$ cat config.mk
export PLATFORM = sky130hd
export DESIGN_NAME = lcd_controller
export DESIGN_NICKNAME = d
export VERILOG_FILES = /design/src/hdl/lcd_bus_pkg.sv /design/src/hdl/lcd_ctrl_pkg.sv /design/src/hdl/lcd_cmd_decode.sv /design/src/hdl/lcd_bus_sequencer.sv /design/src/hdl/lcd_cursor_tracker.sv /design/src/hdl/lcd_controller.sv
export VERILOG_INCLUDE_DIRS = /design/src /design/src/hdl
export SDC_FILE = /design/constraint.sdc
export NUM_CORES = 1
export LEC_CHECK = 0
export ABC_AREA = 1
export ABC_CLOCK_PERIOD_IN_PS = 2000
export BUFFER_PORTS_ARGS = -buffer_cell sky130_fd_sc_hd__buf_2
export CAP_MARGIN = 20
export CELL_PAD_IN_SITES_DETAIL_PLACEMENT = 1
export CELL_PAD_IN_SITES_GLOBAL_PLACEMENT = 1
export CORE_ASPECT_RATIO = 1.4
export CORE_UTILIZATION = 39
export CTS_CLUSTER_SIZE = 16
export DETAILED_ROUTE_END_ITERATION = 12
export GPL_TIMING_DRIVEN = 0
export PLACE_DENSITY_LB_ADDON = 0.1
export SLEW_MARGIN = 40
export SYNTH_ARGS = -nofsm -noshare
export SYNTH_HDL_FRONTEND = slang
export SYNTH_SLANG_ARGS = --single-unit
$ cat constraint.sdc
create_clock -name clk -period 2 [get_ports clk]
set_input_delay 0.4 -clock clk [delete_from_list [all_inputs] [get_ports clk]]
set_output_delay 0.4 -clock clk [all_outputs]
set_load 0.03 [all_outputs]
$ cat src/hdl/lcd_settings.svh
`ifndef LCD_SETTINGS_SVH
`define LCD_SETTINGS_SVH

// clock cycles in one microsecond
`define LCD_CLK_PER_US 3

// panel timing, all in microseconds
`define LCD_POWERUP_US 500
`define LCD_SETUP_US 1
`define LCD_PULSE_US 13
`define LCD_SHORT_WAIT_US 50
`define LCD_LONG_WAIT_US 200

// init steps: enable pulse, then one wait per step
`define LCD_INIT_PULSE_US 10
`define LCD_INIT_WAIT0_US 50
`define LCD_INIT_WAIT1_US 50
`define LCD_INIT_WAIT2_US 200
`define LCD_INIT_WAIT3_US 100

`endif

$ cat src/hdl/lcd_bus_pkg.sv
package lcd_bus_pkg;

	// one-hot instruction classes, highest set bit wins
	typedef struct packed {
		logic set_ddram;
		logic set_cgram;
		logic function_set;
		logic shift;
		logic display_ctrl;
		logic entry_mode;
		logic home;
		logic clear;
	} lcd_instr_t;

	// byte on the bus, as character or as instruction
	typedef union packed {
		logic [7:0] chr;
		lcd_instr_t instr;
	} lcd_byte_u;

	typedef struct packed {
		logic      rs;        // register select, 1 = data
		logic      rw;        // 1 = read
		lcd_byte_u payload;
	} lcd_word_t;

	typedef struct packed {
		logic       e;
		logic       rs;
		logic       rw;
		logic [7:0] data;
	} lcd_pins_t;

	typedef struct packed {
		logic lines;       // n bit of function set
		logic font;        // f bit
		logic display_on;
		logic cursor_on;
		logic blink;
		logic increment;   // i/d of entry mode
		logic shift;       // s of entry mode
	} lcd_init_cfg_t;

endpackage

$ cat src/hdl/lcd_ctrl_pkg.sv
package lcd_ctrl_pkg;

	typedef enum logic [1:0] {
		ph_powerup,
		ph_init,
		ph_idle,
		ph_cycle
	} seq_phase_e;

	typedef enum logic [3:0] {
		cmd_clear,
		cmd_home,
		cmd_entry_mode,
		cmd_display_ctrl,
		cmd_shift,
		cmd_function_set,
		cmd_set_cgram,
		cmd_set_ddram,
		cmd_data_access
	} cmd_kind_e;

	typedef struct packed {
		cmd_kind_e  kind;
		logic       long_wait;     // clear and home
		logic       increment;     // i/d bit
		logic       shift_right;   // r/l bit
		logic       cursor_shift;  // s/c bit, set for display shift
		logic [6:0] addr;
	} lcd_cmd_t;

endpackage

$ cat src/hdl/lcd_cmd_decode.sv
module lcd_cmd_decode
	import lcd_bus_pkg::*, lcd_ctrl_pkg::*;
(
	input  lcd_word_t word,
	output lcd_cmd_t  cmd
);

	cmd_kind_e kind;

	always_comb begin
		if (word.rs) begin
			kind = cmd_data_access;
		end else if (word.payload.instr.set_ddram) begin
			kind = cmd_set_ddram;
		end else if (word.payload.instr.set_cgram) begin
			kind = cmd_set_cgram;
		end else if (word.payload.instr.function_set) begin
			kind = cmd_function_set;
		end else if (word.payload.instr.shift) begin
			kind = cmd_shift;
		end else if (word.payload.instr.display_ctrl) begin
			kind = cmd_display_ctrl;
		end else if (word.payload.instr.entry_mode) begin
			kind = cmd_entry_mode;
		end else if (word.payload.instr.home) begin
			kind = cmd_home;
		end else if (word.payload.instr.clear) begin
			kind = cmd_clear;
		end else begin
			// zero byte is no instruction, pick a kind without cursor effect
			kind = cmd_function_set;
		end
	end

	// option bits sit at fixed positions below the class bit
	always_comb begin
		cmd.kind         = kind;
		cmd.long_wait    = (kind == cmd_clear) || (kind == cmd_home);
		cmd.increment    = word.payload.chr[1];    // entry mode i/d
		cmd.shift_right  = word.payload.chr[2];    // shift r/l
		cmd.cursor_shift = word.payload.chr[3];    // shift s/c
		cmd.addr         = word.payload.chr[6:0];  // ddram address
	end

endmodule

$ cat src/hdl/lcd_bus_sequencer.sv
`include "lcd_settings.svh"

module lcd_bus_sequencer
	import lcd_bus_pkg::*, lcd_ctrl_pkg::*;
(
	input  logic          clk,
	input  logic          rst_n,
	input  lcd_init_cfg_t init_cfg,
	input  logic          lcd_enable,
	input  lcd_word_t     lcd_word,
	input  lcd_cmd_t      cmd,
	output lcd_word_t     issue_word,
	output logic          issue_strobe,
	output lcd_pins_t     pins,
	output logic          busy
);

	localparam int C           = `LCD_CLK_PER_US;
	localparam int POWERUP_CYC = `LCD_POWERUP_US * C;
	localparam int SHORT_CYC   = `LCD_SHORT_WAIT_US * C;
	localparam int LONG_CYC    = `LCD_LONG_WAIT_US * C;
	localparam int STEP0_CYC   = (`LCD_INIT_PULSE_US + `LCD_INIT_WAIT0_US) * C;
	localparam int STEP1_CYC   = (`LCD_INIT_PULSE_US + `LCD_INIT_WAIT1_US) * C;
	localparam int STEP2_CYC   = (`LCD_INIT_PULSE_US + `LCD_INIT_WAIT2_US) * C;
	localparam int STEP3_CYC   = (`LCD_INIT_PULSE_US + `LCD_INIT_WAIT3_US) * C;
	// loose upper bound on any count
	localparam int CNT_W = $clog2(POWERUP_CYC + LONG_CYC + STEP0_CYC + STEP1_CYC
		+ STEP2_CYC + STEP3_CYC);

	localparam logic [CNT_W-1:0] POWERUP_LAST = CNT_W'(POWERUP_CYC - 1);
	localparam logic [CNT_W-1:0] SHORT_LAST   = CNT_W'(SHORT_CYC - 1);
	localparam logic [CNT_W-1:0] LONG_LAST    = CNT_W'(LONG_CYC - 1);
	localparam logic [CNT_W-1:0] INIT_E_END   = CNT_W'(`LCD_INIT_PULSE_US * C);
	localparam logic [CNT_W-1:0] E_START      = CNT_W'(`LCD_SETUP_US * C);
	localparam logic [CNT_W-1:0] E_END = CNT_W'((`LCD_SETUP_US + `LCD_PULSE_US) * C);

	seq_phase_e       phase;
	logic [CNT_W-1:0] cnt;
	logic [CNT_W-1:0] cnt_nxt;
	logic [CNT_W-1:0] wait_last;
	logic [CNT_W-1:0] step_last;
	logic [1:0]       step;   // init step in progress

	function automatic lcd_word_t init_word(input logic [1:0] idx, input lcd_init_cfg_t cfg);
		lcd_word_t w;
		w = '0;
		case (idx)
			2'd0: w.payload.chr = {4'b0011, cfg.lines, cfg.font, 2'b00};
			2'd1: w.payload.chr = {5'b00001, cfg.display_on, cfg.cursor_on, cfg.blink};
			2'd2: w.payload.chr = 8'b0000_0001;
			default: w.payload.chr = {6'b000001, cfg.increment, cfg.shift};
		endcase
		return w;
	endfunction

	function automatic lcd_pins_t bus_pins(input lcd_word_t w, input logic e);
		lcd_pins_t p;
		p.e    = e;
		p.rs   = w.rs;
		p.rw   = w.rw;
		p.data = w.payload.chr;
		return p;
	endfunction

	always_comb begin
		case (step)
			2'd0: step_last = CNT_W'(STEP0_CYC - 1);
			2'd1: step_last = CNT_W'(STEP1_CYC - 1);
			2'd2: step_last = CNT_W'(STEP2_CYC - 1);
			default: step_last = CNT_W'(STEP3_CYC - 1);
		endcase
	end

	assign cnt_nxt   = cnt + 1'b1;
	assign wait_last = cmd.long_wait ? LONG_LAST : SHORT_LAST;

	always_ff @(posedge clk or negedge rst_n) begin
		if (!rst_n) begin
			phase        <= ph_powerup;
			cnt          <= '0;
			step         <= '0;
			issue_word   <= '0;
			issue_strobe <= 1'b0;
			pins         <= '0;
			busy         <= 1'b1;
		end else begin
			issue_strobe <= 1'b0;
			case (phase)
				ph_powerup: begin
					if (cnt == POWERUP_LAST) begin
						cnt          <= '0;
						step         <= 2'd0;
						phase        <= ph_init;
						issue_word   <= init_word(2'd0, init_cfg);
						issue_strobe <= 1'b1;
						pins         <= bus_pins(init_word(2'd0, init_cfg), 1'b1);
					end else begin
						cnt <= cnt_nxt;
					end
				end
				ph_init: begin
					if (cnt == step_last) begin
						cnt <= '0;
						if (step == 2'd3) begin   // init done
							phase <= ph_idle;
							busy  <= 1'b0;
							pins  <= '0;
						end else begin
							step         <= step + 2'd1;
							issue_word   <= init_word(step + 2'd1, init_cfg);
							issue_strobe <= 1'b1;
							pins <= bus_pins(init_word(step + 2'd1, init_cfg), 1'b1);
						end
					end else begin
						cnt    <= cnt_nxt;
						pins.e <= (cnt_nxt < INIT_E_END);
					end
				end
				ph_idle: begin
					if (lcd_enable) begin   // busy is low here
						cnt          <= '0;
						phase        <= ph_cycle;
						busy         <= 1'b1;
						issue_word   <= lcd_word;
						issue_strobe <= 1'b1;
						pins         <= bus_pins(lcd_word, 1'b0);
					end
				end
				default: begin
					if (cnt == wait_last) begin
						cnt   <= '0;
						phase <= ph_idle;
						busy  <= 1'b0;
						pins  <= '0;
					end else begin
						cnt    <= cnt_nxt;
						pins.e <= (cnt_nxt >= E_START) && (cnt_nxt < E_END);
					end
				end
			endcase
		end
	end

endmodule

$ cat src/hdl/lcd_cursor_tracker.sv
module lcd_cursor_tracker
	import lcd_ctrl_pkg::*;
(
	input  logic       clk,
	input  logic       rst_n,
	input  logic       issue_strobe,
	input  lcd_cmd_t   cmd,
	output logic [6:0] cursor_addr
);

	logic       incr;      // entry direction, 1 = increment
	logic [6:0] addr_up;
	logic [6:0] addr_dn;

	// wraps modulo 128
	assign addr_up = cursor_addr + 7'd1;
	assign addr_dn = cursor_addr - 7'd1;

	always_ff @(posedge clk or negedge rst_n) begin
		if (!rst_n) begin
			cursor_addr <= '0;
			incr        <= 1'b1;
		end else if (issue_strobe) begin
			case (cmd.kind)
				cmd_clear, cmd_home: begin
					cursor_addr <= '0;
				end
				cmd_set_ddram: begin
					cursor_addr <= cmd.addr;
				end
				cmd_entry_mode: begin
					incr <= cmd.increment;
				end
				cmd_shift: begin
					// display shift leaves the counter alone
					if (!cmd.cursor_shift) begin
						cursor_addr <= cmd.shift_right ? addr_up : addr_dn;
					end
				end
				cmd_data_access: begin
					cursor_addr <= incr ? addr_up : addr_dn;
				end
				default: begin
				end
			endcase
		end
	end

endmodule

$ cat src/hdl/lcd_controller.sv
module lcd_controller
	import lcd_bus_pkg::*, lcd_ctrl_pkg::*;
(
	input  logic          clk,
	input  logic          rst_n,
	input  lcd_init_cfg_t init_cfg,
	input  logic          lcd_enable,
	input  lcd_word_t     lcd_word,
	output lcd_pins_t     pins,
	output logic          busy,
	output logic [6:0]    cursor_addr
);

	lcd_word_t issue_word;   // word now on the bus
	logic      issue_strobe;
	lcd_cmd_t  cmd;

	lcd_bus_sequencer u_sequencer (
		.clk          (clk),
		.rst_n        (rst_n),
		.init_cfg     (init_cfg),
		.lcd_enable   (lcd_enable),
		.lcd_word     (lcd_word),
		.cmd          (cmd),
		.issue_word   (issue_word),
		.issue_strobe (issue_strobe),
		.pins         (pins),
		.busy         (busy)
	);

	lcd_cmd_decode u_decode (
		.word (issue_word),
		.cmd  (cmd)
	);

	lcd_cursor_tracker u_cursor (
		.clk          (clk),
		.rst_n        (rst_n),
		.issue_strobe (issue_strobe),
		.cmd          (cmd),
		.cursor_addr  (cursor_addr)
	);

endmodule

==> impl_metrics.yaml <==
yosys:
  ys_types: 39
  synth-main-ff-cell: "dfrtp_1"
  synth_top_area_share: 0.299
  synth_edf_count: 0
  yosysWarnings: 0
  async_flop_share: 1.00
  synth_area_per_cell_um2: 6.84
  syn_nets: 573
  synth_seq_cells: 46
  netlist_instances: 538
  ys_seq_area_frac: 0.313
  synth.largest_area_cell: "dfrtp_1"
  syn_area_um2: 3680
  synth_area_leaders: "dfrtp_1 30%, nand2_1 19%, nand3_1 6.3%"
pwr:
  pwr-share-comb: 0.698
  p_leak_nw: 2.31
  internal_power_mw: 3.83
  p_seq_frac: 0.191
  peakVddDrop_mv: 0.629
  power_density_nw_per_um2: 1690
  p_sw_mw: 4.10
  switching_share: 0.517
  power.share.clock: 0.111
run_status:
  status: "finished with violations"
  violations: "DRC, setup timing"
clocking:
  cts_tree: "built"
  numCtsBuffers: 5
  clockBufferDepth: 2
  htreeDepth: 2
  clock_sinks: 46
  cts_hold_buffers: 0
  root_buffer: "clkbuf_16"
  cts.clk_slew.worst_paths_ps: 70
  clk_latency_ps: 290
final_layout:
  diodes: 0
  seq_area_um2: 1160
  post-route-util: 0.517
  syn_to_final_growth_pct: 27.4
  multi_input_area_um2: 2410
  final_nets: 651
  drive_above_1_share: 0.290
  fillers: 1200
route:
  wl_per_cell_um: 16.8
  routed_wl_mm: 12.2
  drc_errors: 4
  antenna_left: 0
  initialDrtViolationCount: 132
  via_per_inst: 5.31
  firstDrtPassIters: 8
  vias: 3845
critical_path:
  reg2reg_setup_slack_ps: -60
  path_class: "flop to flop"
  cp-end-kind: "flop"
  critPathArrivalTime_ps: 2240
  required_ps: 2190
  setup.worst_path.start_class: "flop"
  crit_fanout: 6
global_routing:
  grt_max_degree: 47
  antenna_found_initial: 0
  grt_pass1_wl_mm: 18.8
  grt_overflow: 0
  grt_pass1_vias: 3789
  grt_use_total: 0.245
floorplan:
  fp.coreArea_um2: 9080
  rows: 41
  io_pins: 39
  die-area_um2: 9840
  dieWidth_um: 84.1
  die_h_um: 117
  initial_core_util: 0.406
sta:
  min_period_ps: 2060
  worstMarginPinSlew_ps: 632
  final.setup.worst_slack_ps: -56.2
  rsz0062_at_grt: "yes"
  finalHoldViolations: 0
  skew_ps: 4.18
  period_share: 1.03
  finalSetupViolCount: 16
  drv_slew: 0
  fmax_mhz: 486
  relSlewSlack: 0.579
run:
  cap_violations: 0
placement:
  dp_slack_ps: -393
  port_buffers: 38
  hpwl_mm: 8.73
  globalplace.congestion: 0.928
min_path:
  hold_path_class: "primary input to asynchronous set/reset pin"
==> cell usage in the layout, fill, tap and decap left out, types with 4 or more instances in the layout <==
cell type	instances
a21oi_1	7
buf_2	39
buf_4	32
buf_6	8
clkbuf_1	4
clkbuf_16	6
dfrtp_1	39
dfrtp_2	5
ha_1	11
inv_1	39
inv_2	9
nand2_1	177
nand2_2	11
nand2_4	4
nand3_1	44
nand3_4	5
nand4_1	12
nor2_1	40
nor2_2	11
nor2_4	8
o211ai_1	7
o21ai_0	20
o21ai_1	13
o21ai_2	17
xor2_1	9
==> power by group through the flow <==
stage / registers [mW] / clock network (mW) / logic [mW]
detailed placement: 1.53 / 0 / 4.51
global placement: 1.52 / 0 / 4.37
floorplan: 1.72 / 0 / 3.19
CTS: 1.51 / 0.900 / 4.89
finish: 1.52 / 0.879 / 5.54
global route: 1.55 / 0.921 / 6.11
==> worst max-delay path, cell delays in order, from the launching register on <==
cell and delay (ps):
dfrtp_2 470, ha_4 210, nor2_4 100, xor2_1 140, nand2_1 80, nor2_2 120
nand2_2 110, a21oi_4 240, nand3_4 180, buf_8 190, nand2_4 50, o21ai_2 50
==> cells in the mapped netlist (2+ instances only) <==
cell type,count
dfrtp_1,44
nand4_1,12
o21ai_2,17
buf_6,5
o21ai_0,24
inv_1,43
nor2_2,4
clkbuf_1,4
nand2_2,5
buf_4,5
o31ai_1,2
o21ai_1,10
nand2_1,187
xnor2_1,2
nand3_1,46
a21oi_4,2
nand3_2,4
nor3_1,4
ha_1,15
nor4_1,2
o211ai_1,7
inv_2,6
buf_2,3
a21oi_1,7
nor2_4,3
nor2_1,52
xor2_1,9
clkinv_1,2
dfstp_2,2
==> kinds of logic after synthesis <==
group,share of synthesized area
DFF,0.313
AOI/OAI and AO/OA,0.134
xor gates and xnor gates,0.0262
and+or+nand+nor,0.390
buffers and inverters,0.0856
adders and majority gates,0.0510
==> stage by stage <==
| stage | cell area (µm²) | power (mW) | instances | setup TNS (ps) | hold slack [ps] |
|---|---|---|---|---|---|
| after global routing | 4690 | 8.59 | 724 | -4700 | 159 |
| after global placement | 4010 | 5.89 | 683 | -8000 | 461 |
| after CTS | 4390 | 7.30 | 705 | -28.2 | 148 |
| final | 4690 | 7.94 | 724 | -454 | 112 |
| after floorplan | 3690 | 4.91 | 538 | 0 | 104 |
| after detailed placement | 4010 | 6.05 | 683 | -8920 | 466 |
==> layer usage <==
layer  vias up  part of all wire  GRT usage  routed length (µm)
met2        54              0.56      0.479                6840
met5         -                 0          0                   0
li1       1901                 -          -                   -
met1      1870              0.40      0.273                4810
met3        20             0.015     0.0210                 183
met4         0             0.026      0.103                 319
==> flip-flops by register name (all words and copies together), names as in the netlist <==
name / cells
u_cursor.incr: 1
u_sequencer.issue_strobe: 1
u_sequencer.cnt: 12
u_cursor.cursor_addr: 7
u_sequencer.phase: 2
u_sequencer.busy: 1
u_sequencer.step: 2
u_sequencer.issue_word: 9
u_sequencer.pins: 11
==> cell type report <==
| type | instances | area share |
|---|---|---|
| multi-input combinational | 424 | 0.514 |
| inverter | 51 | 0.0416 |
| clock buffer | 5 | 0.0267 |
| timing repair buffer | 71 | 0.108 |
| sequential | 46 | 0.247 |
| tap | 107 | 0.0285 |
| clock inverter | 3 | 0.00533 |
| buffer | 17 | 0.0293 |
==> worst paths after layout <==
check | startpoint | to | depth (start not counted)
max in group asynchronous | rst_n | u_sequencer.step[1] | 1
worst min register to register | u_sequencer.pins[8] | u_sequencer.pins[8] | 2
worst max-delay path | u_sequencer.step[0] | u_sequencer.issue_word[7] | 11
min in group clk | lcd_word[8] | u_sequencer.pins[8] | 3
worst min-delay path | rst_n | u_cursor.cursor_addr[4] | 1
worst max register to register | u_sequencer.step[0] | u_sequencer.issue_word[7] | 11
==> repair_timing <==
item,in CTS,in global routing
setup buffers,13,17
endpoints found under the setup margin,37,42
resized for setup,29,40
pin swaps,7,14
cloned,1,2
No activity file was read; power rests on OpenSTA's default activity.
